## config.mk

```make
export PLATFORM = sky130hd
export DESIGN_NAME = ecc_decode
export DESIGN_NICKNAME = d
export VERILOG_FILES = /design/src/spm_pkg.sv /design/src/ecc_decode.sv
export VERILOG_INCLUDE_DIRS = /design/src /design/src/include
export SDC_FILE = /design/constraint.sdc
export NUM_CORES = 1
export LEC_CHECK = 0
export BUFFER_PORTS_ARGS = -buffer_cell sky130_fd_sc_hd__buf_2
export CAP_MARGIN = 5
export CORE_ASPECT_RATIO = 0.75
export CORE_UTILIZATION = 52
export DETAILED_ROUTE_END_ITERATION = 8
export GPL_ROUTABILITY_DRIVEN = 0
export PLACE_DENSITY = 0.9
export SYNTH_ARGS = -nofsm -noshare
export SYNTH_HDL_FRONTEND = slang
export SYNTH_SLANG_ARGS = --single-unit
```

## constraint.sdc

```tcl
create_clock -name vclk -period 4.1
set_input_delay 0.615 -clock vclk [all_inputs]
set_output_delay 0.615 -clock vclk [all_outputs]
set_load 0.005 [all_outputs]
```

## src/include/spm_cfg.svh

```systemverilog
`ifndef SPM_CFG_SVH
`define SPM_CFG_SVH

// scratchpad geometry
`define SPM_DATA_W   32                     // user data word
`define SPM_WORDS    256                    // words in the array
`define SPM_ADDR_W   ($clog2(`SPM_WORDS))   // word address
`define SPM_BE_W     4                      // one enable per byte

// read pipeline, latency is this plus one
`define SPM_OUT_REGS 0

// secded codeword layout
`define SPM_CHK_W    6                      // hamming check bits
`define SPM_CODE_W   39                     // data + check + overall parity

// error log counter width
`define SPM_CNT_W    16

`endif
```

## src/spm_pkg.sv

```systemverilog
`include "spm_cfg.svh"

package spm_pkg;

  // one stored word, seen as named fields or as hamming positions
  // raw[0] is overall parity, raw[2**i] holds check[i], data fills the rest
  typedef union packed {
    struct packed {
      logic                   parity; // even parity over all 39 bits
      logic [`SPM_CHK_W-1:0]  check;
      logic [`SPM_DATA_W-1:0] data;
    } fields;
    logic [`SPM_CODE_W-1:0] raw;
  } codeword_t;

  // scatter fields into hamming position order
  function automatic logic [`SPM_CODE_W-1:0] fields_to_raw(input codeword_t cw);
    logic [`SPM_CODE_W-1:0] r;
    int unsigned            c;
    int unsigned            d;
    r    = '0;
    c    = 0;
    d    = 0;
    r[0] = cw.fields.parity;
    for (int k = 1; k < `SPM_CODE_W; k++) begin
      if ((k & (k - 1)) == 0) begin // power of two slot
        r[k] = cw.fields.check[c];
        c++;
      end else begin
        r[k] = cw.fields.data[d];
        d++;
      end
    end
    return r;
  endfunction

  // inverse of the scatter above
  function automatic codeword_t raw_to_fields(input logic [`SPM_CODE_W-1:0] r);
    codeword_t   cw;
    int unsigned c;
    int unsigned d;
    cw.raw           = '0;
    c                = 0;
    d                = 0;
    cw.fields.parity = r[0];
    for (int k = 1; k < `SPM_CODE_W; k++) begin
      if ((k & (k - 1)) == 0) begin
        cw.fields.check[c] = r[k];
        c++;
      end else begin
        cw.fields.data[d] = r[k];
        d++;
      end
    end
    return cw;
  endfunction

  // xor of the positions of all set bits, zero for a clean word
  function automatic logic [`SPM_CHK_W-1:0] syndrome(input logic [`SPM_CODE_W-1:0] r);
    logic [`SPM_CHK_W-1:0] s;
    s = '0;
    for (int k = 1; k < `SPM_CODE_W; k++) begin
      if (r[k]) begin
        s = s ^ `SPM_CHK_W'(k);
      end
    end
    return s;
  endfunction

endpackage

```

## src/ecc_decode.sv

```systemverilog
`include "spm_cfg.svh"

module ecc_decode import spm_pkg::*; (
  input  codeword_t              code_i,
  output logic [`SPM_DATA_W-1:0] data_o,
  output logic                   corr_o,
  output logic                   uncorr_o
);

  codeword_t             fix;    // raw view, repaired in place
  codeword_t             fields; // same word back in fields order
  logic [`SPM_CHK_W-1:0] syn;
  logic                  odd;    // overall parity broken

  always_comb begin
    fix      = code_i;
    syn      = syndrome(code_i.raw);
    odd      = ^code_i.raw;
    corr_o   = 1'b0;
    uncorr_o = 1'b0;

    if (odd) begin
      // single error, syndrome names the bit
      // zero syndrome points at raw[0], the parity bit itself
      if (syn < `SPM_CODE_W) begin
        fix.raw[syn] = ~code_i.raw[syn];
        corr_o       = 1'b1;
      end else begin
        uncorr_o = 1'b1; // position past the word, more than one flip
      end
    end else if (syn != '0) begin
      uncorr_o = 1'b1;   // even parity, nonzero syndrome, double error
    end

    fields = raw_to_fields(fix.raw);
    data_o = fields.fields.data;
  end

endmodule

```

==> summary by stage <==
Status
The run finished with clean final reports.

Die
The initial cell density of the core is 0.547. The overall die area is 3730 um^2. The cell row count is 18.

The core area is 3310 um^2. The die height is about 53 um. From left edge to right edge, the die measures 70.2 um.

The I/O pin count is 73.

Timing
The final-report hold violation count came to 0. In this run the tightest slew margin relative to its limit is 0.569. The count of pins over their slew limit is 0. The minimum clock period after layout is 3.98 ns. The total of endpoints with negative setup slack in the final report is 0. At the pin with the least slew margin, the transition time is approximately 0.64 ns. The maximum achievable frequency is 251 MHz. Dividing the final minimum period by the clock period gives 0.971. Setup repair after global routing left no endpoint under its margin. The setup total negative slack is 0 ns.

Routing
The number of DRC markers after the initial detailed-route iteration is 210. In this run the remaining antenna-violating nets after routing total 0. The ratio of routed vias to standard cells is 5.90. The average routed wire per standard cell is 15.7 um. For this run, design rule violations remaining after detail routing come to 0. For this run, the detailed router's first-pass iteration total came to 5. The detailed router placed 1983 vias in this run.

The total wire length is 5290 um.

Power and ir drop
For this design the static power due to leakage is 0.966 nW. The cell area power density is 730 nW/um^2. The switching power as a share of total power is 0.590.

The part of the power in the clock network is 0. The post-route total power is approximately 0.0017 W. The switching power summed over all nets is about 0.00098 W. The maximum VDD drop is 0.339 mV. Cell internal power was estimated by the tool at slightly below 0.0007 W. Of the total power, combinational logic draws 1.000. The portion of total power attributed to sequential cells is 0.

Final layout
At the end of the flow, the number of nets in the layout was approximately 340. After layout, the clock buffer instance count stands at 0. The count of antenna diodes in the layout is 0. Relative to the synthesized area, the layout overhead comes to 25.1%. Sequential cells placed in the final layout were counted as 0. The register cell area after layout is 0 um^2.

Measured on the finished design, the core utilization comes to 0.685. In the final layout, the share of cells above drive strength 1 is 0.426. The non-filler instance count after layout is 336.

The final cell area excluding filler cells is 2270 um^2.

Job
The number of max-capacitance violations reported is 0.

Global routing
The via count of the first global-routing pass came to approximately 1600. Across every metal layer, demand over resource in global routing totals 0.267. The largest net degree at the start of global routing is 23. Summed over all layers, the global routing overflow is 0. The number of antenna violations at the first check in global routing is 0.

The first global-routing pass estimated 7830 um of wire.

Logic synthesis
By area, the combinational part of the netlist is dominated by XOR/XNOR gates. Yosys attributes the largest share of cell area to sky130_fd_sc_hd__xnor2_1 (22%), sky130_fd_sc_hd__mux2_2 (12%), sky130_fd_sc_hd__xor2_1 (6.3%). The netlist uses 46 different library cells. The synthesized netlist cell count is 220. The sequential cell area fraction in the yosys report is 0. After synthesis, the share of cell area in mux cells is 0.205.

The post-synthesis share of cell area spent on full adders, half adders and majority gates is 0. The share of Yosys cell area claimed by the top area cell type is 0.218. Of the total synthesized cell area, the portion taken by XOR and XNOR cells is 0.439. The netlist area before placement is about 1800 um^2. Of the total synthesized cell area, the portion taken by AND, OR, NAND and NOR gates is 0.177.

The warning count from the yosys run is 0. After synthesis, the mean cell area works out to 8.24 um^2. The fraction of the mapped netlist area in compound gates was 0.132. The number of nets produced by synthesis is 259. The cell type contributing the most total cell area after synthesis is sky130_fd_sc_hd__xnor2_1.

Min path
In this run the worst hold path is classified as in2out. The cell depth of the worst min-delay path is 3.

Critical path
The longest individual stage delay on the worst path is 0.49 ns. The cell that appears most often on the critical path is sky130_fd_sc_hd__buf_2. The arrival time of the worst setup path is 3.37 ns. The cell class contributing the biggest share of worst-path delay is XOR/XNOR gates. Together, buffers and inverters on the worst path number 3. The worst setup path is captured at an output pin. The type of the worst setup path is in2out. For this design, the slowest cell found on the critical path is sky130_fd_sc_hd__xnor3_1. The endpoint required time on the critical path is 3.48 ns. The critical path runs through a total of 11 cells. Along the worst path, the maximum fanout reaches 9.

Walking the worst path, the cells encountered are buf_2, xor2_1, xnor3_1, xnor3_2, xnor2_2, buf_4, nand3_1, o2111ai_2, nor2_1, mux2_2, buf_2. The category of the worst setup path launch point is a primary input.

Placement
Port buffering added 73 buffers. The placed wire-length estimate is 4200 um. The placed cell count is 333. The cell area after placement is about 2200 um^2.

Clocking
For this design, the CTS-stage hold fixing added 0 buffers.
cells in the mapped netlist, drive strengths merged, types with 3 or more instances:
master and count:
xnor2 52, nand2 28, nor2 24, mux2 21, xor2 15, mux2i 9
inv 8, a21oi 7, buf 7, o21ai 6, nand3 5, nor3 5
xnor3 4, a41oi 3, nand2b 3
layout make-up:
type / instances / area, um^2
inverter: 8 / 30.0
timing repair buffer: 82 / 433
fill: 257 / 1040
multi-input combinational: 206 / 1750
tap: 40 / 50.0
metal layers:
layer	track usage	share of wire	up-vias
met5	0	0	-
met4	0.0300	0.010	0
met3	0.0114	0.11	10
met2	0.446	0.45	135
met1	0.392	0.43	914
li1	-	-	924
cells by family (layout without fill, tap and decap cells):
family / Yosys count / in the layout
AOI/OAI and AO/OA: 30 / 30
xor gates and xnor gates: 72 / 73
buffers and inverters: 15 / 90
muxes: 32 / 32
and+or+nand+nor: 71 / 71
power by group through the flow:
stage          sequential, W  combinational (W)  clock (W)
6_report                   0            0.00166          0
5_1_grt                    0            0.00176          0
4_1_cts                    0            0.00153          0
3_5_place_dp               0            0.00153          0
3_3_place_gp               0            0.00149          0
2_1_floorplan              0            0.00119          0
placed cells by master, fill, tap and decap left out, drive strengths merged, types with 6 or more instances in the layout:
| master | instances |
|---|---|
| buf | 82 |
| xnor2 | 53 |
| nand2 | 28 |
| nor2 | 24 |
| mux2 | 21 |
| xor2 | 15 |
| mux2i | 9 |
| inv | 8 |
| a21oi | 7 |
| o21ai | 6 |
stage by stage:
stage	hold slack, ns	setup WS (ns)
after global routing	1.55	0.00441
after CTS	1.54	0.00557
final	1.54	0.119
after floorplan	1.29	0.662
after detailed placement	1.54	0.0184
after global placement	1.53	0.128
what timing repair did:
| action | 4_1_cts | 5_1_grt |
|---|---|---|
| buffers inserted | 0 | 2 |
| endpoints found under the setup margin | 0 | 18 |
| resized for setup | 0 | 1 |
worst paths after layout:
check,endpoint,from,slack [ns]
max,data_o[31],code_i[3],0.12
min,data_o[27],code_i[34],1.54
Power figures use the tool's default switching activity.
