## config.mk

```make
export PLATFORM = sky130hd
export DESIGN_NAME = err_log
export DESIGN_NICKNAME = d
export VERILOG_FILES = /design/src/err_log.sv
export VERILOG_INCLUDE_DIRS = /design/src /design/src/include
export SDC_FILE = /design/constraint.sdc
export NUM_CORES = 1
export LEC_CHECK = 0
export BUFFER_PORTS_ARGS = -buffer_cell sky130_fd_sc_hd__buf_2
export CORE_UTILIZATION = 29
export CTS_BUF_LIST = sky130_fd_sc_hd__clkbuf_4
export CTS_CLUSTER_DIAMETER = 100
export DETAILED_ROUTE_END_ITERATION = 10
export HOLD_SLACK_MARGIN = 0.03
export PLACE_DENSITY = 0.6
export RECOVER_POWER = 25
export SLEW_MARGIN = 30
export SYNTH_ARGS = -nofsm -noshare
export SYNTH_HDL_FRONTEND = slang
export SYNTH_SLANG_ARGS = --single-unit
```

## constraint.sdc

```tcl
create_clock -name clk_i -period 2.1 [get_ports clk_i]
set_input_delay 0.105 -clock clk_i [delete_from_list [all_inputs] [get_ports clk_i]]
set_output_delay 0.105 -clock clk_i [all_outputs]
set_load 0.01 [all_outputs]
```

## src/include/spm_cfg.svh

```systemverilog
`ifndef SPM_CFG_SVH
`define SPM_CFG_SVH

// scratchpad geometry
`define SPM_DATA_W   32                     // user data word
`define SPM_WORDS    256                    // words in the array
`define SPM_ADDR_W   ($clog2(`SPM_WORDS))   // word address
`define SPM_BE_W     4                      // one enable per byte

// read pipeline, latency is this plus one
`define SPM_OUT_REGS 0

// secded codeword layout
`define SPM_CHK_W    6                      // hamming check bits
`define SPM_CODE_W   39                     // data + check + overall parity

// error log counter width
`define SPM_CNT_W    16

`endif
```

## src/err_log.sv

```systemverilog
`include "spm_cfg.svh"

module err_log (
  input  logic                   clk_i,
  input  logic                   rst_i,
  input  logic                   log_i,       // one cycle event strobe
  input  logic                   uncorr_i,    // event kind, 1 = double error
  input  logic [`SPM_ADDR_W-1:0] addr_i,
  output logic [`SPM_CNT_W-1:0]  corr_count_o,
  output logic [`SPM_ADDR_W-1:0] last_err_addr_o
);

  logic [`SPM_CNT_W-1:0]  count_q;
  logic [`SPM_ADDR_W-1:0] last_addr_q;

  always_ff @(posedge clk_i) begin
    if (rst_i) begin
      count_q     <= '0;
      last_addr_q <= '0;
    end else if (log_i) begin
      last_addr_q <= addr_i; // any kind of event
      // only corrected events count, stick at all ones
      if (!uncorr_i && (count_q != '1)) begin
        count_q <= count_q + 1'b1;
      end
    end
  end

  assign corr_count_o    = count_q;
  assign last_err_addr_o = last_addr_q;

endmodule

```

==> results of run 1 <==
per-stage QoR:
stage	setup slack (ns)	instances
2_1_floorplan	0.2060	130
3_3_place_gp	0.2077	213
3_5_place_dp	0.1370	213
4_1_cts	0.1223	225
5_1_grt	0.03894	225
6_report	0.1157	225
flip-flops by register name, summed over array words and instances (netlist names):
register	count
corr_count_o	16
last_err_addr_o	8
layer usage:
metal | track usage, % | up-vias | wire, um
met3 | 4.340 | 4 | 163
met2 | 25.64 | 41 | 1412
met1 | 16.79 | 536 | 1309
met5 | 0 | - | 0
met4 | 3.261 | 0 | 23
li1 | - | 590 | -
cell type report:
cell class	count	area, sq um
sequential	24	480.5
clock inverter	1	30.03
inverter	4	15.01
timing repair buffer	47	280.3
tap	48	60.06
clock buffer	3	22.52
fill	374	2226
multi-input combinational	98	656.9
cells in the mapped netlist:
cell type and instances:
a21boi_0 1, nand3_1 3, nor2b_1 4, a31o_2 1, a21oi_1 11, nand2b_1 2
a211oi_1 2, nor2_1 16, o41ai_1 3, or4_1 3, nand2_1 7, nor3b_1 1
nand4_2 1, o21ai_0 2, nand3_2 1, or4_2 1, clkbuf_1 3, or3_2 1
inv_1 4, o31ai_1 5, o41a_1 1, and4b_1 1, ha_1 1, dfxtp_1 24
or4_4 1, nand4bb_1 1, or3_1 4, nand3b_1 1, nand4_1 4, nand4b_1 1
buf_1 1, nor4_1 5, mux2i_1 9, mux2_2 4
worst max-delay path by stage:
stage                                from  cells after the start               end
final                     corr_count_o[2]                      4  corr_count_o[14]
after global routing      corr_count_o[2]                      4  corr_count_o[14]
after CTS                 corr_count_o[2]                      4  corr_count_o[14]
after floorplan           corr_count_o[2]                      4  corr_count_o[14]
after detailed placement  corr_count_o[2]                      4  corr_count_o[14]
after global placement    corr_count_o[2]                      4  corr_count_o[14]
timing repair:
action / 4_1_cts / 5_1_grt
buffers inserted: 0 / 0
hold buffers: 8 / 0
hold endpoints to repair: 8 / 0
worst max-delay path: cells and delay by family (launching register included):
kind	cells	cell delay, ns
simple gates	3	1.05
flops	1	0.48
mux	1	0.37
cells by family after synthesis:
| family | after synthesis | synth area share [%] |
|---|---|---|
| simple gates | 58 | 28.94 |
| flops | 24 | 41.16 |
| mux | 13 | 11.58 |
| compound gates | 26 | 14.68 |
| buf+inv | 8 | 2.572 |
| fa+ha+maj | 1 | 1.072 |
power by group through the flow:
| stage | Clock (mW) | Sequential (mW) | Combinational [mW] |
|---|---|---|---|
| floorplan | 0 | 0.489 | 0.0323 |
| global placement | 0 | 0.483 | 0.0618 |
| detailed placement | 0 | 0.484 | 0.0645 |
| CTS | 0.358 | 0.475 | 0.0754 |
| global route | 0.379 | 0.476 | 0.0812 |
| finish | 0.346 | 0.475 | 0.0741 |
==> impl_metrics.env, run 1 <==
export IMPL_overflow=0
export IMPL_antenna_found_initial=0
export IMPL_ys_seq_area_share_pct=41.16
export IMPL_min_from="uncorr_i"
export IMPL_ys_ff_latch=24
export IMPL_final_cell_mix="buf_2, dfxtp_1, nor2_1"
export IMPL_setup_tns_ns=0
export IMPL_crit_chain="nand3_2 -> or4_4 -> nor4_1 -> mux2_2"
export IMPL_worst_path_largest_cell_delay_ns=0.56
export IMPL_num_rows=22
export IMPL_crit_reg2reg_launch="corr_count_o[2]"
export IMPL_die_h_um=65.45
export IMPL_hp_class="in2reg"
export IMPL_hold_viol=0
export IMPL_drv_cap=0
export IMPL_syn_nets=143
export IMPL_critical_path_class="reg2reg"
export IMPL_area_growth_syn_to_layout_pct=32.37
export IMPL_swShare_pct=21.98
export IMPL_max_freq_mhz=504.0
export IMPL_cts_buffer_depth=2
export IMPL_status="complete, no violations"
export IMPL_final_common_cell="buf_2"
export IMPL_core_area_sq_mm=0.003771
export IMPL_drt_iter0_drc=27
export IMPL_cts_buffers=3
export IMPL_slew_headroom_pct=61.75
export IMPL_clk_root_buffer_cell="clkbuf_4"
export IMPL_portBuffers=35
export IMPL_critPathCaptureType="register"
export IMPL_grt_max_degree=30
export IMPL_start_util_pct=30.96
export IMPL_drive_gt1_share_pct=27.68
export IMPL_p_int_mw=0.6985
export IMPL_worstPathArrival_ns=2.22
export IMPL_syn_area_per_cell_sq_um=8.980
export IMPL_slew_viol_final=0
export IMPL_ir_worst_vdd_v=0.0003549
export IMPL_routed_via_density=5.204
export IMPL_cp_slowest_cell="or4_4"
export IMPL_clockPowerShare_pct=38.7
export IMPL_num_io_pins=36
export IMPL_htreeDepth=1
export IMPL_grt_pass1_wl_um=4733
export IMPL_r2r_cells=4
export IMPL_routed_wirelength_um=2909
export IMPL_ant_nets=0
export IMPL_syn_area_sq_mm=0.001167
export IMPL_finalPower_mw=0.8952
export IMPL_dpl_hpwl_um=2064
export IMPL_synthTopCellsByArea="dfxtp_1, mux2i_1, nor2_1"
export IMPL_worstPathMaxFanout=8
export IMPL_finalCritPeriodShare_pct=94.49
export IMPL_drc=0
export IMPL_combPwrFrac_pct=8.3
export IMPL_layout_nets=191
export IMPL_yosysWarnings=0
export IMPL_placed_cell_area_sq_mm=0.001418
export IMPL_worst_pin_slew_ns=0.5664
export IMPL_power_frac_seq_pct=53.0
export IMPL_r2r_end="corr_count_o[14]"
export IMPL_startpoint_type="register"
export IMPL_whs_ns=0.1008
export IMPL_r2r_slack_ns=0.12
export IMPL_die_area_sq_mm=0.004283
export IMPL_grtUsageTotal_pct=14.42
export IMPL_worstPathRequired_ns=2.33
export IMPL_min_path_cells=3
export IMPL_final_core_utilization_pct=40.98
export IMPL_clk_pin_slew_ns=0.14
export IMPL_p_sw_mw=0.1967
export IMPL_yosysTopAreaCell="dfxtp_1"
export IMPL_finalSetupViolCount=0
export IMPL_post_route_cell_area_sq_mm=0.001545
export IMPL_p_per_area_mw_per_mm2=579.3
export IMPL_finalClockSkew_ns=0.006451
export IMPL_ctsResizeCount=0
export IMPL_n_antenna_cell=0
export IMPL_dr_total_vias=1171
export IMPL_rsz0062_at_grt="false"
export IMPL_dieWidth_um=65.45
export IMPL_period_needed_ns=1.984
export IMPL_tritoncts="done"
export IMPL_clkSinkCount=24
export IMPL_ys_types=34
export IMPL_routabilityCongestion=0.8428
export IMPL_yosys_area_top_type_share_pct=41.16
export IMPL_firstDrtPassIters=4
export IMPL_synthCells=130
export IMPL_worstSkewPairLatency_ns=0.33
export IMPL_avgRoutedWirePerCell_um=12.93
export IMPL_leakagePower_nw=0.6095
export IMPL_grt_pass1_vias=1039
export IMPL_min_to="corr_count_o[1]"
(Power assumes the default switching activity.)
==> run 2: changes to the inputs <==
Settings changed: PLACE_DENSITY 0.6 to 0.58.
==> impl_metrics.env, run 2 (same netlist as run 1, synthesis figures left out) <==
export IMPL_status="complete, no violations"
export IMPL_worstPathMaxFanout=7
export IMPL_drc=0
export IMPL_drt_iter0_drc=48
export IMPL_num_rows=22
export IMPL_drive_gt1_share_pct=28.65
export IMPL_finalSetupViolCount=0
export IMPL_final_common_cell="buf_2"
export IMPL_n_antenna_cell=0
export IMPL_dieWidth_um=65.45
export IMPL_worst_pin_slew_ns=0.5933
export IMPL_clk_root_buffer_cell="clkbuf_4"
export IMPL_min_to="corr_count_o[1]"
export IMPL_tritoncts="done"
export IMPL_routed_via_density=5.217
export IMPL_portBuffers=35
export IMPL_slew_viol_final=0
export IMPL_overflow=0
export IMPL_grt_pass1_vias=1095
export IMPL_combPwrFrac_pct=8.4
export IMPL_firstDrtPassIters=4
export IMPL_worst_slack_ns=0.1301
export IMPL_routed_wirelength_um=2993
export IMPL_setup_tns_ns=0
export IMPL_cts_buffer_depth=2
export IMPL_grtUsageTotal_pct=14.41
export IMPL_power_frac_seq_pct=53.2
export IMPL_clk_pin_slew_ns=0.14
export IMPL_area_growth_syn_to_layout_pct=33.12
export IMPL_worstPathArrival_ns=2.20
export IMPL_max_freq_mhz=507.6
export IMPL_cp_slowest_cell="or4_4"
export IMPL_r2r_end="corr_count_o[14]"
export IMPL_worstSkewPairLatency_ns=0.32
export IMPL_slew_headroom_pct=59.93
export IMPL_dr_total_vias=1179
export IMPL_swShare_pct=21.71
export IMPL_start_util_pct=30.96
export IMPL_worst_path_largest_cell_delay_ns=0.57
export IMPL_dpl_hpwl_um=2131
export IMPL_layout_nets=192
export IMPL_final_cell_mix="buf_2, dfxtp_1, nor2_1"
export IMPL_rsz0062_at_grt="false"
export IMPL_hold_viol=0
export IMPL_r2r_cells=4
export IMPL_r2r_slack_ns=0.13
export IMPL_critical_path_class="reg2reg"
export IMPL_min_path_cells=3
export IMPL_startpoint_type="register"
export IMPL_finalCritPeriodShare_pct=93.80
export IMPL_grt_max_degree=30
export IMPL_final_core_utilization_pct=41.21
export IMPL_p_per_area_mw_per_mm2=574.1
export IMPL_die_area_sq_mm=0.004283
export IMPL_finalClockSkew_ns=0.001790
export IMPL_largest_reg_flops=16
export IMPL_period_needed_ns=1.970
export IMPL_routabilityCongestion=0.7898
export IMPL_final_cells=226
export IMPL_num_io_pins=36
export IMPL_avgRoutedWirePerCell_um=13.24
export IMPL_critPathCaptureType="register"
export IMPL_worstPathRequired_ns=2.33
export IMPL_p_sw_mw=0.1937
export IMPL_pre_cts_ws_ns=0.1157
export IMPL_antenna_found_initial=0
export IMPL_ant_nets=0
export IMPL_drv_cap=0
export IMPL_hp_class="in2reg"
export IMPL_nFillCells=371
export IMPL_postCtsSetupRepairBufs=0
export IMPL_ir_worst_vdd_v=0.0005032
export IMPL_grt_pass1_wl_um=4850
export IMPL_p_int_mw=0.6985
export IMPL_htreeDepth=1
export IMPL_place_inst=214
export IMPL_leakagePower_nw=0.6141
export IMPL_crit_reg2reg_launch="corr_count_o[3]"
export IMPL_die_h_um=65.45
export IMPL_clkSinkCount=24
export IMPL_clockPowerShare_pct=38.4
export IMPL_cts_buffers=3
export IMPL_crit_chain="nand3_2 -> or4_4 -> nor4_1 -> mux2_2"
export IMPL_min_from="uncorr_i"
export IMPL_core_area_sq_mm=0.003771
[run 2: cell count changes in the layout (fill, tap and decap cells not counted), sizes merged]
cell / before / now
buf: 35 / 36
[run 2: per-layer routing]
| metal | routed length (um) | vias to the layer above | share of wire, % | GRT usage (%) |
|---|---|---|---|---|
| met5 | 0 | - | 0 | 0 |
| met4 | 26 | 0 | 0.87 | 1.087 |
| met3 | 163 | 3 | 5.4 | 4.167 |
| met2 | 1511 | 37 | 50 | 26.55 |
| met1 | 1292 | 557 | 43 | 16.99 |
| li1 | - | 582 | - | - |
[run 2: how the worst max path moves through the flow]
stage	end	cells past startpoint	slack (ns)	from
final	corr_count_o[14]	4	0.13	corr_count_o[3]
after global routing	corr_count_o[14]	4	0.04	corr_count_o[3]
after detailed placement	corr_count_o[14]	4	0.12	corr_count_o[2]
after global placement	corr_count_o[14]	4	0.19	corr_count_o[2]
after CTS	corr_count_o[14]	4	0.10	corr_count_o[2]
after floorplan	corr_count_o[14]	4	0.21	corr_count_o[2]
[run 2: worst max-delay path, delay by kind of cell (launching register included)]
family           cells  cell delay (ns)
muxes                1             0.37
and+or+nand+nor      3             1.05
DFF                  1             0.46
[run 2: power groups by stage]
stage	registers (mW)	clock network, mW	logic (mW)
global route	0.477	0.362	0.0827
global placement	0.483	0	0.0622
finish	0.475	0.342	0.0750
CTS	0.475	0.347	0.0757
floorplan	0.489	0	0.0323
detailed placement	0.484	0	0.0648
[run 2: area by class of cell]
class,count,area (sq um),area share (%)
tap,48,60.06,3.865
clock buffer,3,22.52,1.449
timing repair buffer,48,287.8,18.52
inverter,4,15.01,0.9662
sequential,24,481.7,31.00
multi-input combinational,98,656.9,42.27
clock inverter,1,30.03,1.932
[run 2: repair_timing]
action | 4_1_cts | 5_1_grt
endpoints found under the hold margin | 8 | 0
resized for setup | 0 | 1
hold buffers | 8 | 0
setup endpoints to repair | 0 | 1
[run 2: stage by stage]
stage | cell area (sq um) | power, mW | hold slack [ns]
floorplan | 1167 | 0.5214 | 0.2526
global placement | 1425 | 0.5457 | 0.3379
detailed placement | 1425 | 0.5488 | 0.3475
CTS | 1558 | 0.8978 | 0.1096
global route | 1554 | 0.9213 | 0.1221
finish | 1554 | 0.8921 | 0.1105
==> run 3: changes to the inputs <==
Settings changed: BUFFER_PORTS_ARGS -buffer_cell sky130_fd_sc_hd__buf_2 to -buffer_cell sky130_fd_sc_hd__buf_4.
==> impl_metrics.env, run 3 (same netlist as run 1, synthesis figures left out) <==
export IMPL_portBuffers=35
export IMPL_ant_nets=0
export IMPL_dpl_hpwl_um=2195
export IMPL_routed_wirelength_um=3034
export IMPL_num_io_pins=36
export IMPL_status="complete, no violations"
export IMPL_p_per_area_mw_per_mm2=550.0
export IMPL_clk_root_buffer_cell="clkbuf_4"
export IMPL_core_area_sq_mm=0.003771
export IMPL_routabilityCongestion=0.7958
export IMPL_rsz0062_at_grt="false"
export IMPL_final_cell_mix="buf_4, dfxtp_1, nor2_1"
export IMPL_start_util_pct=30.96
export IMPL_place_inst=215
export IMPL_drc=0
export IMPL_critical_path_class="reg2reg"
export IMPL_r2r_slack_ns=0.13
export IMPL_area_growth_syn_to_layout_pct=40.51
export IMPL_worst_pin_slew_ns=0.5368
export IMPL_crit_chain="nand3_2 -> or4_4 -> nor4_1 -> mux2_2"
export IMPL_swShare_pct=21.67
export IMPL_avgRoutedWirePerCell_um=13.37
export IMPL_cts_buffers=3
export IMPL_drt_iter0_drc=77
export IMPL_p_sw_mw=0.1955
export IMPL_cp_slowest_cell="or4_4"
export IMPL_die_h_um=65.45
export IMPL_clk_pin_slew_ns=0.14
export IMPL_firstDrtPassIters=4
export IMPL_worstSkewPairLatency_ns=0.32
export IMPL_worstPathArrival_ns=2.21
export IMPL_worstPathMaxFanout=6
export IMPL_antenna_found_initial=0
export IMPL_setup_tns_ns=0
export IMPL_grt_max_degree=30
export IMPL_critPathCaptureType="register"
export IMPL_overflow=0
export IMPL_clockPowerShare_pct=38.2
export IMPL_power_frac_seq_pct=52.7
export IMPL_worstPathRequired_ns=2.33
export IMPL_combPwrFrac_pct=9.1
export IMPL_cts_buffer_depth=2
export IMPL_period_needed_ns=1.973
export IMPL_finalCritPeriodShare_pct=93.95
export IMPL_layout_nets=193
export IMPL_htreeDepth=1
export IMPL_dr_total_vias=1166
export IMPL_ir_worst_vdd_v=0.0002922
export IMPL_worst_path_largest_cell_delay_ns=0.57
export IMPL_final_common_cell="buf_4"
export IMPL_grt_pass1_vias=1146
export IMPL_p_int_mw=0.7066
export IMPL_finalSetupViolCount=0
export IMPL_drive_gt1_share_pct=29.61
export IMPL_num_rows=22
export IMPL_r2r_cells=4
export IMPL_max_freq_mhz=506.8
export IMPL_slew_headroom_pct=63.75
export IMPL_leakagePower_nw=0.6270
export IMPL_drv_cap=0
export IMPL_tritoncts="done"
export IMPL_hp_class="in2reg"
export IMPL_finalClockSkew_ns=0.004037
export IMPL_clkSinkCount=24
export IMPL_largest_reg_flops=16
export IMPL_n_antenna_cell=0
export IMPL_hold_viol=0
export IMPL_grt_pass1_wl_um=5064
export IMPL_slew_viol_final=0
export IMPL_final_cells=227
export IMPL_grtUsageTotal_pct=15.19
export IMPL_routed_via_density=5.137
export IMPL_startpoint_type="register"
export IMPL_min_path_cells=3
export IMPL_finalPower_mw=0.9021
export IMPL_final_core_utilization_pct=43.50
export IMPL_dieWidth_um=65.45
export IMPL_die_area_sq_mm=0.004283
run 3: area by class of cell:
type,count,area [sq um]
Multi-Input combinational cell,98,656.9
Inverter,4,15.01
Clock buffer,3,22.52
Tap cell,48,60.06
Sequential cell,24,483.0
Fill cell,388,2131
Clock inverter,1,30.03
Timing Repair Buffer,49,372.9
run 3: critical path, delay by kind of cell, from the launching register on:
kind	cells	cell delay, ns
AND/OR/NAND/NOR	3	1.06
flip-flops	1	0.46
multiplexers	1	0.37
run 3: metrics by stage:
step           hold slack, ns  instance area (sq um)  setup slack, ns
2_1_floorplan          0.2526                   1167           0.2060
3_3_place_gp           0.3379                   1520           0.1851
3_5_place_dp           0.3528                   1520          0.08418
4_1_cts               0.08674                   1653          0.06804
5_1_grt               0.09774                   1640          0.03589
6_report               0.1019                   1640           0.1270
run 3: power by group through the flow:
stage                     registers [mW]  clock network [mW]  logic, mW
final                              0.475               0.345     0.0821
after global routing               0.477               0.376     0.0912
after CTS                          0.476               0.362     0.0876
after detailed placement           0.485                   0     0.0759
after global placement             0.484                   0     0.0742
after floorplan                    0.489                   0     0.0323
run 3: routing by layer:
| metal | part of all wire (%) | GRT usage (%) | vias to the layer above |
|---|---|---|---|
| met3 | 5.2 | 4.514 | 0 |
| met1 | 43 | 17.23 | 546 |
| met5 | 0 | 0 | - |
| met2 | 52 | 27.96 | 33 |
| li1 | - | - | 587 |
| met4 | 0 | 2.717 | 0 |
run 3: final timing paths:
check / from / endpoint
setup / recovery: corr_count_o[4] / corr_count_o[14]
hold / removal: uncorr_i / corr_count_o[1]
setup reg to reg: corr_count_o[4] / corr_count_o[14]
hold reg to reg: last_err_addr_o[3] / last_err_addr_o[3]
run 3: what timing repair did:
action	4_1_cts	5_1_grt
buffers inserted	0	0
hold buffers	8	0
hold endpoints to repair	8	0
setup endpoints to repair	0	1
gates resized for setup	0	2
