--- src/include/spm_cfg.svh ---
`ifndef SPM_CFG_SVH
`define SPM_CFG_SVH

// scratchpad geometry
`define SPM_DATA_W   32                     // user data word
`define SPM_WORDS    256                    // words in the array
`define SPM_ADDR_W   ($clog2(`SPM_WORDS))   // word address
`define SPM_BE_W     4                      // one enable per byte

// read pipeline, latency is this plus one
`define SPM_OUT_REGS 0

// secded codeword layout
`define SPM_CHK_W    6                      // hamming check bits
`define SPM_CODE_W   39                     // data + check + overall parity

// error log counter width
`define SPM_CNT_W    16

`endif
--- src/spm_pkg.sv ---
`include "spm_cfg.svh"

package spm_pkg;

  // one stored word, seen as named fields or as hamming positions
  // raw[0] is overall parity, raw[2**i] holds check[i], data fills the rest
  typedef union packed {
    struct packed {
      logic                   parity; // even parity over all 39 bits
      logic [`SPM_CHK_W-1:0]  check;
      logic [`SPM_DATA_W-1:0] data;
    } fields;
    logic [`SPM_CODE_W-1:0] raw;
  } codeword_t;

  // scatter fields into hamming position order
  function automatic logic [`SPM_CODE_W-1:0] fields_to_raw(input codeword_t cw);
    logic [`SPM_CODE_W-1:0] r;
    int unsigned            c;
    int unsigned            d;
    r    = '0;
    c    = 0;
    d    = 0;
    r[0] = cw.fields.parity;
    for (int k = 1; k < `SPM_CODE_W; k++) begin
      if ((k & (k - 1)) == 0) begin // power of two slot
        r[k] = cw.fields.check[c];
        c++;
      end else begin
        r[k] = cw.fields.data[d];
        d++;
      end
    end
    return r;
  endfunction

  // inverse of the scatter above
  function automatic codeword_t raw_to_fields(input logic [`SPM_CODE_W-1:0] r);
    codeword_t   cw;
    int unsigned c;
    int unsigned d;
    cw.raw           = '0;
    c                = 0;
    d                = 0;
    cw.fields.parity = r[0];
    for (int k = 1; k < `SPM_CODE_W; k++) begin
      if ((k & (k - 1)) == 0) begin
        cw.fields.check[c] = r[k];
        c++;
      end else begin
        cw.fields.data[d] = r[k];
        d++;
      end
    end
    return cw;
  endfunction

  // xor of the positions of all set bits, zero for a clean word
  function automatic logic [`SPM_CHK_W-1:0] syndrome(input logic [`SPM_CODE_W-1:0] r);
    logic [`SPM_CHK_W-1:0] s;
    s = '0;
    for (int k = 1; k < `SPM_CODE_W; k++) begin
      if (r[k]) begin
        s = s ^ `SPM_CHK_W'(k);
      end
    end
    return s;
  endfunction

endpackage

--- src/ecc_encode.sv ---
`include "spm_cfg.svh"

module ecc_encode import spm_pkg::*; (
  input  logic [`SPM_DATA_W-1:0] data_i,
  output codeword_t              code_o
);

  codeword_t             cw;   // fields order
  logic [`SPM_CHK_W-1:0] syn;  // syndrome with zero check bits

  always_comb begin
    // data in place, check and parity cleared
    cw.fields.parity = 1'b0;
    cw.fields.check  = '0;
    cw.fields.data   = data_i;

    // each check bit sits at 2**i, so it cancels syndrome bit i
    syn = syndrome(fields_to_raw(cw));
    cw.fields.check = syn;

    // overall parity makes the whole word even
    cw.fields.parity = ^{cw.fields.check, cw.fields.data};

    code_o.raw = fields_to_raw(cw); // stored in hamming order
  end

endmodule

--- config.mk ---
export PLATFORM = sky130hd
export DESIGN_NAME = ecc_encode
export DESIGN_NICKNAME = d
export VERILOG_FILES = /design/src/spm_pkg.sv /design/src/ecc_encode.sv
export VERILOG_INCLUDE_DIRS = /design/src /design/src/include
export SDC_FILE = /design/constraint.sdc
export NUM_CORES = 1
export LEC_CHECK = 0
export BUFFER_PORTS_ARGS = -buffer_cell sky130_fd_sc_hd__buf_2
export CORE_UTILIZATION = 40
export DETAILED_ROUTE_END_ITERATION = 10
export PLACE_DENSITY = 0.83
export SYNTH_ARGS = -nofsm -noshare
export SYNTH_HDL_FRONTEND = slang
export SYNTH_SLANG_ARGS = --single-unit
--- constraint.sdc ---
create_clock -name vclk -period 2.65
set_input_delay 0.1325 -clock vclk [all_inputs]
set_output_delay 0.1325 -clock vclk [all_outputs]
set_load 0.02 [all_outputs]
==> results of run 1 <==
==> layout make-up <==
cell class                      instances  area, um2  area share [%]
Multi-Input combinational cell         54        707            64.4
Tap cell                               28       35.0            3.19
Timing Repair Buffer                   71        355            32.4
==> through the flow <==
stage	instances	hold WS, ns
2_1_floorplan	86	0.378
3_3_place_gp	153	0.509
3_5_place_dp	153	0.510
4_1_cts	153	0.512
5_1_grt	153	0.517
6_report	153	0.510
==> final timing paths <==
path	start	endpoint	slack, ns	depth (start not counted)
setup / recovery	data_i[9]	code_o[0]	0.46	7
hold / removal	data_i[22]	code_o[28]	0.51	2
==> placed cells by master, fill, tap and decap left out <==
master and instances:
xor2_2 1, buf_2 71, xnor2_2 6, xnor3_1 11
xnor3_2 2, xnor2_1 25, xor2_1 9
==> power groups by stage <==
stage | clock network [W] | registers [W] | logic (W)
after floorplan | 0 | 0 | 0.000735
after global placement | 0 | 0 | 0.000908
after detailed placement | 0 | 0 | 0.000939
after CTS | 0 | 0 | 0.000943
after global routing | 0 | 0 | 0.000979
final | 0 | 0 | 0.000929
==> layer usage <==
| metal | routed length (um) | global-route usage (%) | part of all wire (%) |
|---|---|---|---|
| met5 | 0 | 0 | 0 |
| met1 | 570 | 15.1 | 35 |
| met2 | 890 | 25.1 | 54 |
| met3 | 144 | 0.606 | 8.7 |
| met4 | 45 | 3.24 | 2.7 |
==> cell families after synthesis <==
family,share of synthesized area (%)
XOR/XNOR,74.6
buffers and inverters,25.4
==> metrics.md, run 1 <==
| Metric | Value |
|---|---|
| Utilization after layout | 49.6% |
| WS Path Type | primary input to primary output |
| WP buf/inv | 2 |
| Crit path capture type | primary output |
| Mapped Cells | 86 |
| Worst path cell trace | buf_2, xnor2_2, xnor3_1, xnor3_1, xnor3_2, xnor3_1, buf_2 |
| Worst Setup Start Kind | primary input |
| Crit path max-delay family | XOR/XNOR gates |
| IO Pins | 71 |
| Slew Viols, Final | 0 |
| Ratio of cells with drive above 1 in the final layout | 64.0% |
| Syn_nets | 118 |
| Core Footprint | 0.00221 mm2 |
| P_sw | 0.000456 W |
| Vias in the first global route | 600 |
| Total vias in the final route | 639 |
| Tot Pwr | 0.000929 W |
| Initial Util | 42.8% |
| Post-CTS setup buffers | 0 |
| PwrDens | 847 mW/mm2 |
| Fmax | 0.457 GHz |
| Internal power | 0.000473 W |
| Arr. time, crit path | 2.06 ns |
| Final Instance Area | 0.00110 mm2 |
| Max-Cap Viols | 0 |
| Vias per cell | 4.18 |
| Avg Inst Size Synth | 11.0 um2 |
| Largest stage delay, worst path | 0.40 ns |
| Global-route wire length before repair | 2520 um |
| Hold Path Class | primary input to primary output |
| FF/Latch Area | 0 um2 |
| Resize count post-CTS | 0 |
| Initial antenna violation count | 0 |
| Die area | 0.00257 mm2 |
| Library cells used by synthesis | 7 |
| Status | completed |
| Area fraction of the dominant cell type after synthesis | 26.2% |
| Final worst slack | 0.462 ns |
| Register area share after synthesis | 0% |
| FFs & Latches | 0 |
| Worst Path Max Fanout | 3 |
| CP max-delay cell | xnor3_1 |
| Remaining DRCs | 0 |
| Worst-margin pin slew | 0.301 ns |
| Final wirelength | 1650 um |
| Clock buffer count in the final layout | 0 |
| Mapped Area | 947 um2 |
| Antenna viol nets, final | 0 |
| ANT cells | 0 |
| Post-detail-place hpwl | 1560 um |
| Peak supply drop | 0.791 mV |
| Nets | 159 |
| WP data required | 2.52 ns |
| Final period util | 82.6% |
| RSZ-0062 raised after global routing | false |
| Fin crit period | 2.19 ns |
| Clock power frac | 0% |
| Place WS | 0.446 ns |
| Number of fill cells | 224 |
| Sw Ratio | 49.1% |
| Main area contributors after synthesis | xnor3_1 (26%), buf_4 (25%), xnor2_1 (23%), xnor2_2 (10%), xor2_1 (8.3%) |
| P_leak | 0.624 nW |
| GP Congestion | 0.756 |
| Grt total ovfl | 0 |
| Area Growth Syn to Fin | 15.9% |
| Hold_buf cts | 0 |
| Per-cell routed wire length | 10.8 um |
| IO Port Bufs | 71 |
| Pin count of the biggest net entering global routing | 5 |
| Floorplan row count | 17 |
| Combinational fraction of design power | 100.0% |
| Die height | 50.7 um |
| Die Span X | 50.7 um |
| Sequential share of power | 0% |
| Commonest cells post-synth | buf_4 (32), xnor2_1 (25), xnor3_1 (11), xor2_1 (9), xnor2_2 (6) |
| Synth area leader | xnor3_1 |
| Setup Viol. Count Final | 0 |
| Top-count cell post-synth | buf_4 |
| Rel. slew slack | 79.8% |
| Final Hold Viols | 0 |
| Initial DRC Count | 0 |
| Post-DP Area | 0.00110 mm2 |
| Warnings, synthesis | 0 |
| First-pass DRT Iterations | 1 |
| Accumulated negative setup slack | 0 ns |
| Global Route Usage Sum | 12.9% |
| CP dominant cell by count | xnor3_1 |
Note: power is estimated with default switching activity, not from simulation.
==> run 2, diff against run 1 <==
--- a/config.mk
+++ b/config.mk
@@ -7,9 +7,9 @@
 export NUM_CORES = 1
 export LEC_CHECK = 0
 export BUFFER_PORTS_ARGS = -buffer_cell sky130_fd_sc_hd__buf_2
-export CORE_UTILIZATION = 40
+export CORE_UTILIZATION = 39
 export DETAILED_ROUTE_END_ITERATION = 10
-export PLACE_DENSITY = 0.83
+export PLACE_DENSITY = 0.84
 export SYNTH_ARGS = -nofsm -noshare
 export SYNTH_HDL_FRONTEND = slang
 export SYNTH_SLANG_ARGS = --single-unit
==> constraint.sdc (replaced) <==
create_clock -name vclk -period 1.94
set_input_delay 0.097 -clock vclk [all_inputs]
set_output_delay 0.097 -clock vclk [all_outputs]
set_load 0.02 [all_outputs]
==> run 2 against run 1 <==
Compared with the run above: the run now ends with negative setup slack left; first-iteration DRC count is 3 higher; design area grew 14%; critical path depth did not move; sequential cell count stayed put; hold slack got worse by 0.069 ns; critical path type unchanged; critical endpoint unchanged.
==> metrics.md, run 2 (synthesis results as in run 1) <==
| Metric | Value |
|---|---|
| Status | finished, violations left |
| Violations in the final reports | negative setup slack |
| P_leak | 0.725 nW (+16%) |
| Hold Path Class | primary input to primary output |
| Hold Startpoint | data_i[18] |
| Arr. time, crit path | 1.91 ns (-0.15 ns) |
| First-pass DRT Iterations | 2 (+1) |
| Peak supply drop | 1.01 mV (+27%) |
| Slew Viols, Final | 0 (unchanged) |
| Floorplan row count | 17 (unchanged) |
| Initial Util | 42.0% (-0.81 points) |
| Final worst slack | -0.0680 ns (-0.530 ns) |
| Setup Viol. Count Final | 1 (+1) |
| Ratio of cells with drive above 1 in the final layout | 71.6% (+7.6 points) |
| Per-cell routed wire length | 11.0 um (+1.8%) |
| Tot Pwr | 0.00137 W (+48%) |
| Vias per cell | 4.08 (-2.2%) |
| Final Hold Viols | 0 (unchanged) |
| Antenna viol nets, final | 0 (unchanged) |
| Remaining DRCs | 0 (unchanged) |
| Worst-margin pin slew | 0.291 ns (-0.00981 ns) |
| Global-route wire length before repair | 2790 um (+11%) |
| Number of fill cells | 208 (-7.1%) |
| Initial DRC Count | 3 (+3) |
| WP data required | 1.84 ns (-0.68 ns) |
| IO Port Bufs | 71 (unchanged) |
| Post-detail-place hpwl | 1670 um (+7.4%) |
| Worst Path Max Fanout | 2 (-1) |
| Most frequent cells in the layout | buf_2 (71), xnor2_1 (21), buf_4 (16), xnor3_1 (11), xnor2_2 (10) |
| Crit path launch | data_i[13] |
| Final period util | 104% |
| Crit path capture type | primary output |
| IO Pins | 71 (unchanged) |
| Hold Worst Slack | 0.440 ns (-0.0695 ns) |
| Vias in the first global route | 674 (+12%) |
| Pin count of the biggest net entering global routing | 4 (-1) |
| Commonest non-fill, non-tap cell in the layout | buf_2 |
| RSZ-0062 raised after global routing | true |
| Place WS | -0.126 ns (-0.572 ns) |
| Die area | 0.00263 mm2 (+2.5%) |
| FF/Latch Area | 0 um2 (unchanged) |
| Rel. slew slack | 80.5% (+0.66 points) |
| PwrDens | 1090 mW/mm2 (+29%) |
| Clock buffer count in the final layout | 0 (unchanged) |
| Core Footprint | 0.00225 mm2 (+1.9%) |
| Nets | 175 (+10%) |
| Initial antenna violation count | 0 (unchanged) |
| Grt total ovfl | 0 (unchanged) |
| Hold path depth | 2 (unchanged) |
| Area Growth Syn to Fin | 32.5% |
| Total vias in the final route | 690 (+8.0%) |
| Hold_buf cts | 0 (unchanged) |
| Die Span X | 51.3 um (+1.2%) |
| Max-Cap Viols | 0 (unchanged) |
| Fin crit period | 2.01 ns |
| Die height | 51.3 um (+1.2%) |
| Global Route Usage Sum | 13.6% (+0.76 points) |
| FFs & Latches | 0 (unchanged) |
| GP Congestion | 0.716 (-5.3%) |
| WS Path Type | primary input to primary output |
| ANT cells | 0 (unchanged) |
| Final wirelength | 1860 um (+12%) |
| Fmax | 0.498 GHz |
| Worst Setup Start Kind | primary input |
run 2: changes by cell type in the layout (fill, tap and decap cells not counted), sizes merged:
cell | before | now
buf | 71 | 87
run 2: worst max-delay path: stages:
cell,delay (ns)
buf_2,0.12
xnor2_2,0.21
xnor2_2,0.15
xnor3_1,0.45
xnor3_2,0.39
xnor3_1,0.33
buf_2,0.16
run 2: metrics by stage:
| step | area (um2) | instances | util (%) | setup TNS, ns |
|---|---|---|---|---|
| final | 1250 | 169 | 55.7 | -0.0680 |
| after global routing | 1250 | 169 | 55.7 | -0.128 |
| after CTS | 1220 | 168 | 54.3 | -0.0909 |
| after detailed placement | 1210 | 168 | 53.7 | -0.126 |
| after global placement | 1210 | 168 | 53.7 | -0.0939 |
| after floorplan | 947 | 86 | - | 0 |
run 2: routing by layer:
layer	routed length (um)	part of all wire, %	global-route usage, %	vias up
met2	1070	57	30.3	38
met3	121	6.5	0	0
met4	0	0	0	0
met5	0	0	0	-
met1	668	36	14.8	302
li1	-	-	-	350
run 2: cell type report:
type | instances | area [um2] | area share, %
Timing Repair Buffer | 87 | 475 | 37.9
Multi-Input combinational cell | 54 | 744 | 59.3
Tap cell | 28 | 35.0 | 2.79
run 2: where the power goes:
group          internal (W)  leakage (nW)  total, W  switching, W
Combinational      0.000730         0.725   0.00137      0.000644
Clock                     0             0         0             0
Sequential                0             0         0             0
run 2: path summary, 6_finish.rpt:
path / end
worst max-delay path: code_o[0]
worst min-delay path: code_o[24]
run 2: what timing repair did:
item / in CTS / in global routing
setup endpoints to repair: 1 / 1
pin swaps: 3 / 5
resized for setup: 2 / 3
buffers inserted: 0 / 1
endpoints found under the hold margin: 0 / 0
==> run 3, diff against run 2 <==
--- a/config.mk
+++ b/config.mk
@@ -6,10 +6,11 @@
 export SDC_FILE = /design/constraint.sdc
 export NUM_CORES = 1
 export LEC_CHECK = 0
+export ABC_AREA = 1
 export BUFFER_PORTS_ARGS = -buffer_cell sky130_fd_sc_hd__buf_2
-export CORE_UTILIZATION = 39
+export CORE_UTILIZATION = 40
 export DETAILED_ROUTE_END_ITERATION = 10
-export PLACE_DENSITY = 0.84
+export PLACE_DENSITY = 0.73
 export SYNTH_ARGS = -nofsm -noshare
 export SYNTH_HDL_FRONTEND = slang
 export SYNTH_SLANG_ARGS = --single-unit
==> run 3 against run 2 <==
Compared with the run above: largest power group unchanged; sequential cell count unchanged; synthesized cell count increased to 4.0 times the previous value; the run now ends clean; global-route usage up 1.5 points.
==> metrics.md, run 3 <==
| Metric | Value |
|---|---|
| Arr. time, crit path | 1.57 ns (-0.34 ns) |
| Register area share after synthesis | 0% (unchanged) |
| Mapped Area | 0.00182 mm2 (+92%) |
| Fmax | 0.599 GHz (+20%) |
| CP max-delay cell | xnor2_2 |
| Multiplexer share of the synthesized area | 0% (unchanged) |
| Pin count of the biggest net entering global routing | 8 (+4) |
| Mapped Cells | 342 (+300%) |
| Post-CTS setup buffers | 0 (unchanged) |
| Warnings, synthesis | 0 (unchanged) |
| Grt total ovfl | 0 (unchanged) |
| Final Hold Viols | 0 (unchanged) |
| Commonest non-fill, non-tap cell in the layout | nand2_1 |
| Core Footprint | 0.00435 mm2 (+93%) |
| Die height | 69.4 um (+35%) |
| Initial Util | 41.7% (-0.28 points) |
| Largest family of logic cells by synthesized area | simple AND/OR/NAND/NOR gates |
| Most frequent cells in the layout | nand2_1 (160), buf_2 (71), inv_1 (38), nand3_1 (31), nand2_2 (19) |
| Library cells used by synthesis | 19 (+12) |
| Largest stage delay, worst path | 0.19 ns (-0.26 ns) |
| Ratio of cells with drive above 1 in the final layout | 29.3% (-42 points) |
| Worst path cell trace | buf_2, inv_1, nand2_1, nand2_1, inv_1, nand2_1, nand2_1, xnor2_2, nand3_2, nand2_2, nand2_1, nand2_1, nand3_1, nand3_1, nand2_1, buf_2 |
| IO Pins | 71 (unchanged) |
| Worst Path Max Fanout | 4 (+2) |
| Xor/xnor share of the synthesized area | 20.2% (-54 points) |
| IO Port Bufs | 71 (unchanged) |
| Slew Viols, Final | 0 (unchanged) |
| Compound-Gate Fraction of Synth Area | 0% (unchanged) |
| FF/Latch Area | 0 um2 (unchanged) |
| Fin crit period | 1.67 ns (-0.339 ns) |
| Remaining DRCs | 0 (unchanged) |
| Setup Viol. Count Final | 0 (-1) |
| Die area | 0.00482 mm2 (+83%) |
| Die Span X | 69.4 um (+35%) |
| Syn_nets | 374 (+220%) |
| Area fraction of the dominant cell type after synthesis | 33.1% (+6.9 points) |
| Levels on crit path | 16 (+9) |
| P_leak | 1.30 nW (+80%) |
| Max-Cap Viols | 0 (unchanged) |
| Main area contributors after synthesis | nand2_1 (33%), buf_4 (13%), nand3_1 (8.5%), inv_1 (7.9%), xor2_1 (7.2%) |
| WP data required | 1.84 ns (about the same) |
| Worst Setup Start Kind | primary input |
| Utilization after layout | 44.7% (-11 points) |
| Hold Path Class | primary input to primary output |
| Hold path depth | 2 (unchanged) |
| Accumulated negative setup slack | 0 ns (+0.0680 ns) |
| Total vias in the final route | 1914 (+180%) |
| Worst-margin pin slew | 0.247 ns (-0.0442 ns) |
| Simple-Gate Fraction of Synth Area | 54.5% (+55 points) |
| ANT cells | 0 (unchanged) |
| Resize count post-CTS | 0 (-2) |
| Post-detail-place hpwl | 3490 um (+110%) |
| GP Congestion | 0.852 (+19%) |
| Area Growth Syn to Fin | 7.16% |
| Status | completed |
| Post-Synth Adder-Cell Area | 0% (unchanged) |
| Crit path launch | data_i[17] |
| Nets | 410 (+130%) |
| CP dominant cell by count | nand2_1 |
| Initial DRC Count | 50 (+47) |
| Initial antenna violation count | 0 (unchanged) |
| Worst setup path endpoint | code_o[0] |
| Vias per cell | 4.47 (+9.5%) |
| Global-route wire length before repair | 6270 um (+120%) |
| Rel. slew slack | 83.5% (+3.0 points) |
| Number of fill cells | 465 (+120%) |
| WP buf/inv | 4 (+2) |
| Commonest cells post-synth | nand2_1 (160), inv_1 (38), buf_4 (32), nand3_1 (31), nand2_2 (19) |
| FFs & Latches | 0 (unchanged) |
| Top-count cell post-synth | nand2_1 |
| Peak supply drop | 0.154 mV (-85%) |
| Crit path max-delay family | simple AND/OR/NAND/NOR gates |
| Antenna viol nets, final | 0 (unchanged) |
| RSZ-0062 raised after global routing | false |
| Area occupied by multi-input gates | 0.00136 mm2 (+82%) |
| Synth area leader | nand2_1 |
| Avg Inst Size Synth | 5.31 um2 (-52%) |
| First-pass DRT Iterations | 6 (+4) |
| Per-cell routed wire length | 8.93 um (-19%) |
| Crit path capture type | primary output |
| Vias in the first global route | 1549 (+130%) |
| Global Route Usage Sum | 15.2% (+1.5 points) |
| Final period util | 86.0% (-17 points) |
| Floorplan row count | 24 (+7) |
| Hold_buf cts | 0 (unchanged) |
| WS Path Type | primary input to primary output |
| Final wirelength | 3820 um (+110%) |
| PwrDens | 467 mW/mm2 (-57%) |
| Clock buffer count in the final layout | 0 (unchanged) |
[run 3: power by group]
part,switching [W],internal [W]
clock network,0,0
registers,0,0
logic,0.000577,0.000332
total,0.000577,0.000332
[run 3: final cells by class]
type / instances / share of cell area, %
inverter: 45 / 8.68
timing repair buffer: 71 / 18.3
tap: 52 / 3.34
multi-input combinational: 260 / 69.7
[run 3: cells by family after synthesis]
| kind of cell | after synthesis |
|---|---|
| buffers and inverters | 82 |
| AND/OR/NAND/NOR | 225 |
| XOR/XNOR | 35 |
[run 3: worst min-delay path by stage]
stage               startpoint    endpoint  slack [ns]
finish              data_i[16]  code_o[22]        0.45
CTS                 data_i[17]  code_o[23]        0.45
floorplan            data_i[5]  code_o[10]        0.31
global route        data_i[16]  code_o[22]        0.46
global placement    data_i[18]  code_o[24]        0.45
detailed placement  data_i[17]  code_o[23]        0.45
[run 3: metrics by stage]
| stage | hold WS (ns) | total power [W] | instance area, um2 | std cells | setup WS (ns) |
|---|---|---|---|---|---|
| after floorplan | 0.307 | 0.000736 | 1820 | 342 | 0.484 |
| after global placement | 0.454 | 0.000899 | 1950 | 428 | 0.279 |
| after detailed placement | 0.455 | 0.000915 | 1950 | 428 | 0.260 |
| after CTS | 0.455 | 0.000917 | 1950 | 428 | 0.256 |
| after global routing | 0.459 | 0.00102 | 1950 | 428 | 0.0299 |
| final | 0.454 | 0.000909 | 1950 | 428 | 0.271 |
[run 3: layer usage]
layer	share of wire, %	track usage (%)	vias up
met5	0	0	-
met4	0.39	0.680	0
met3	3.0	0.581	2
met2	50	30.1	28
met1	46	18.6	826
li1	-	-	1058
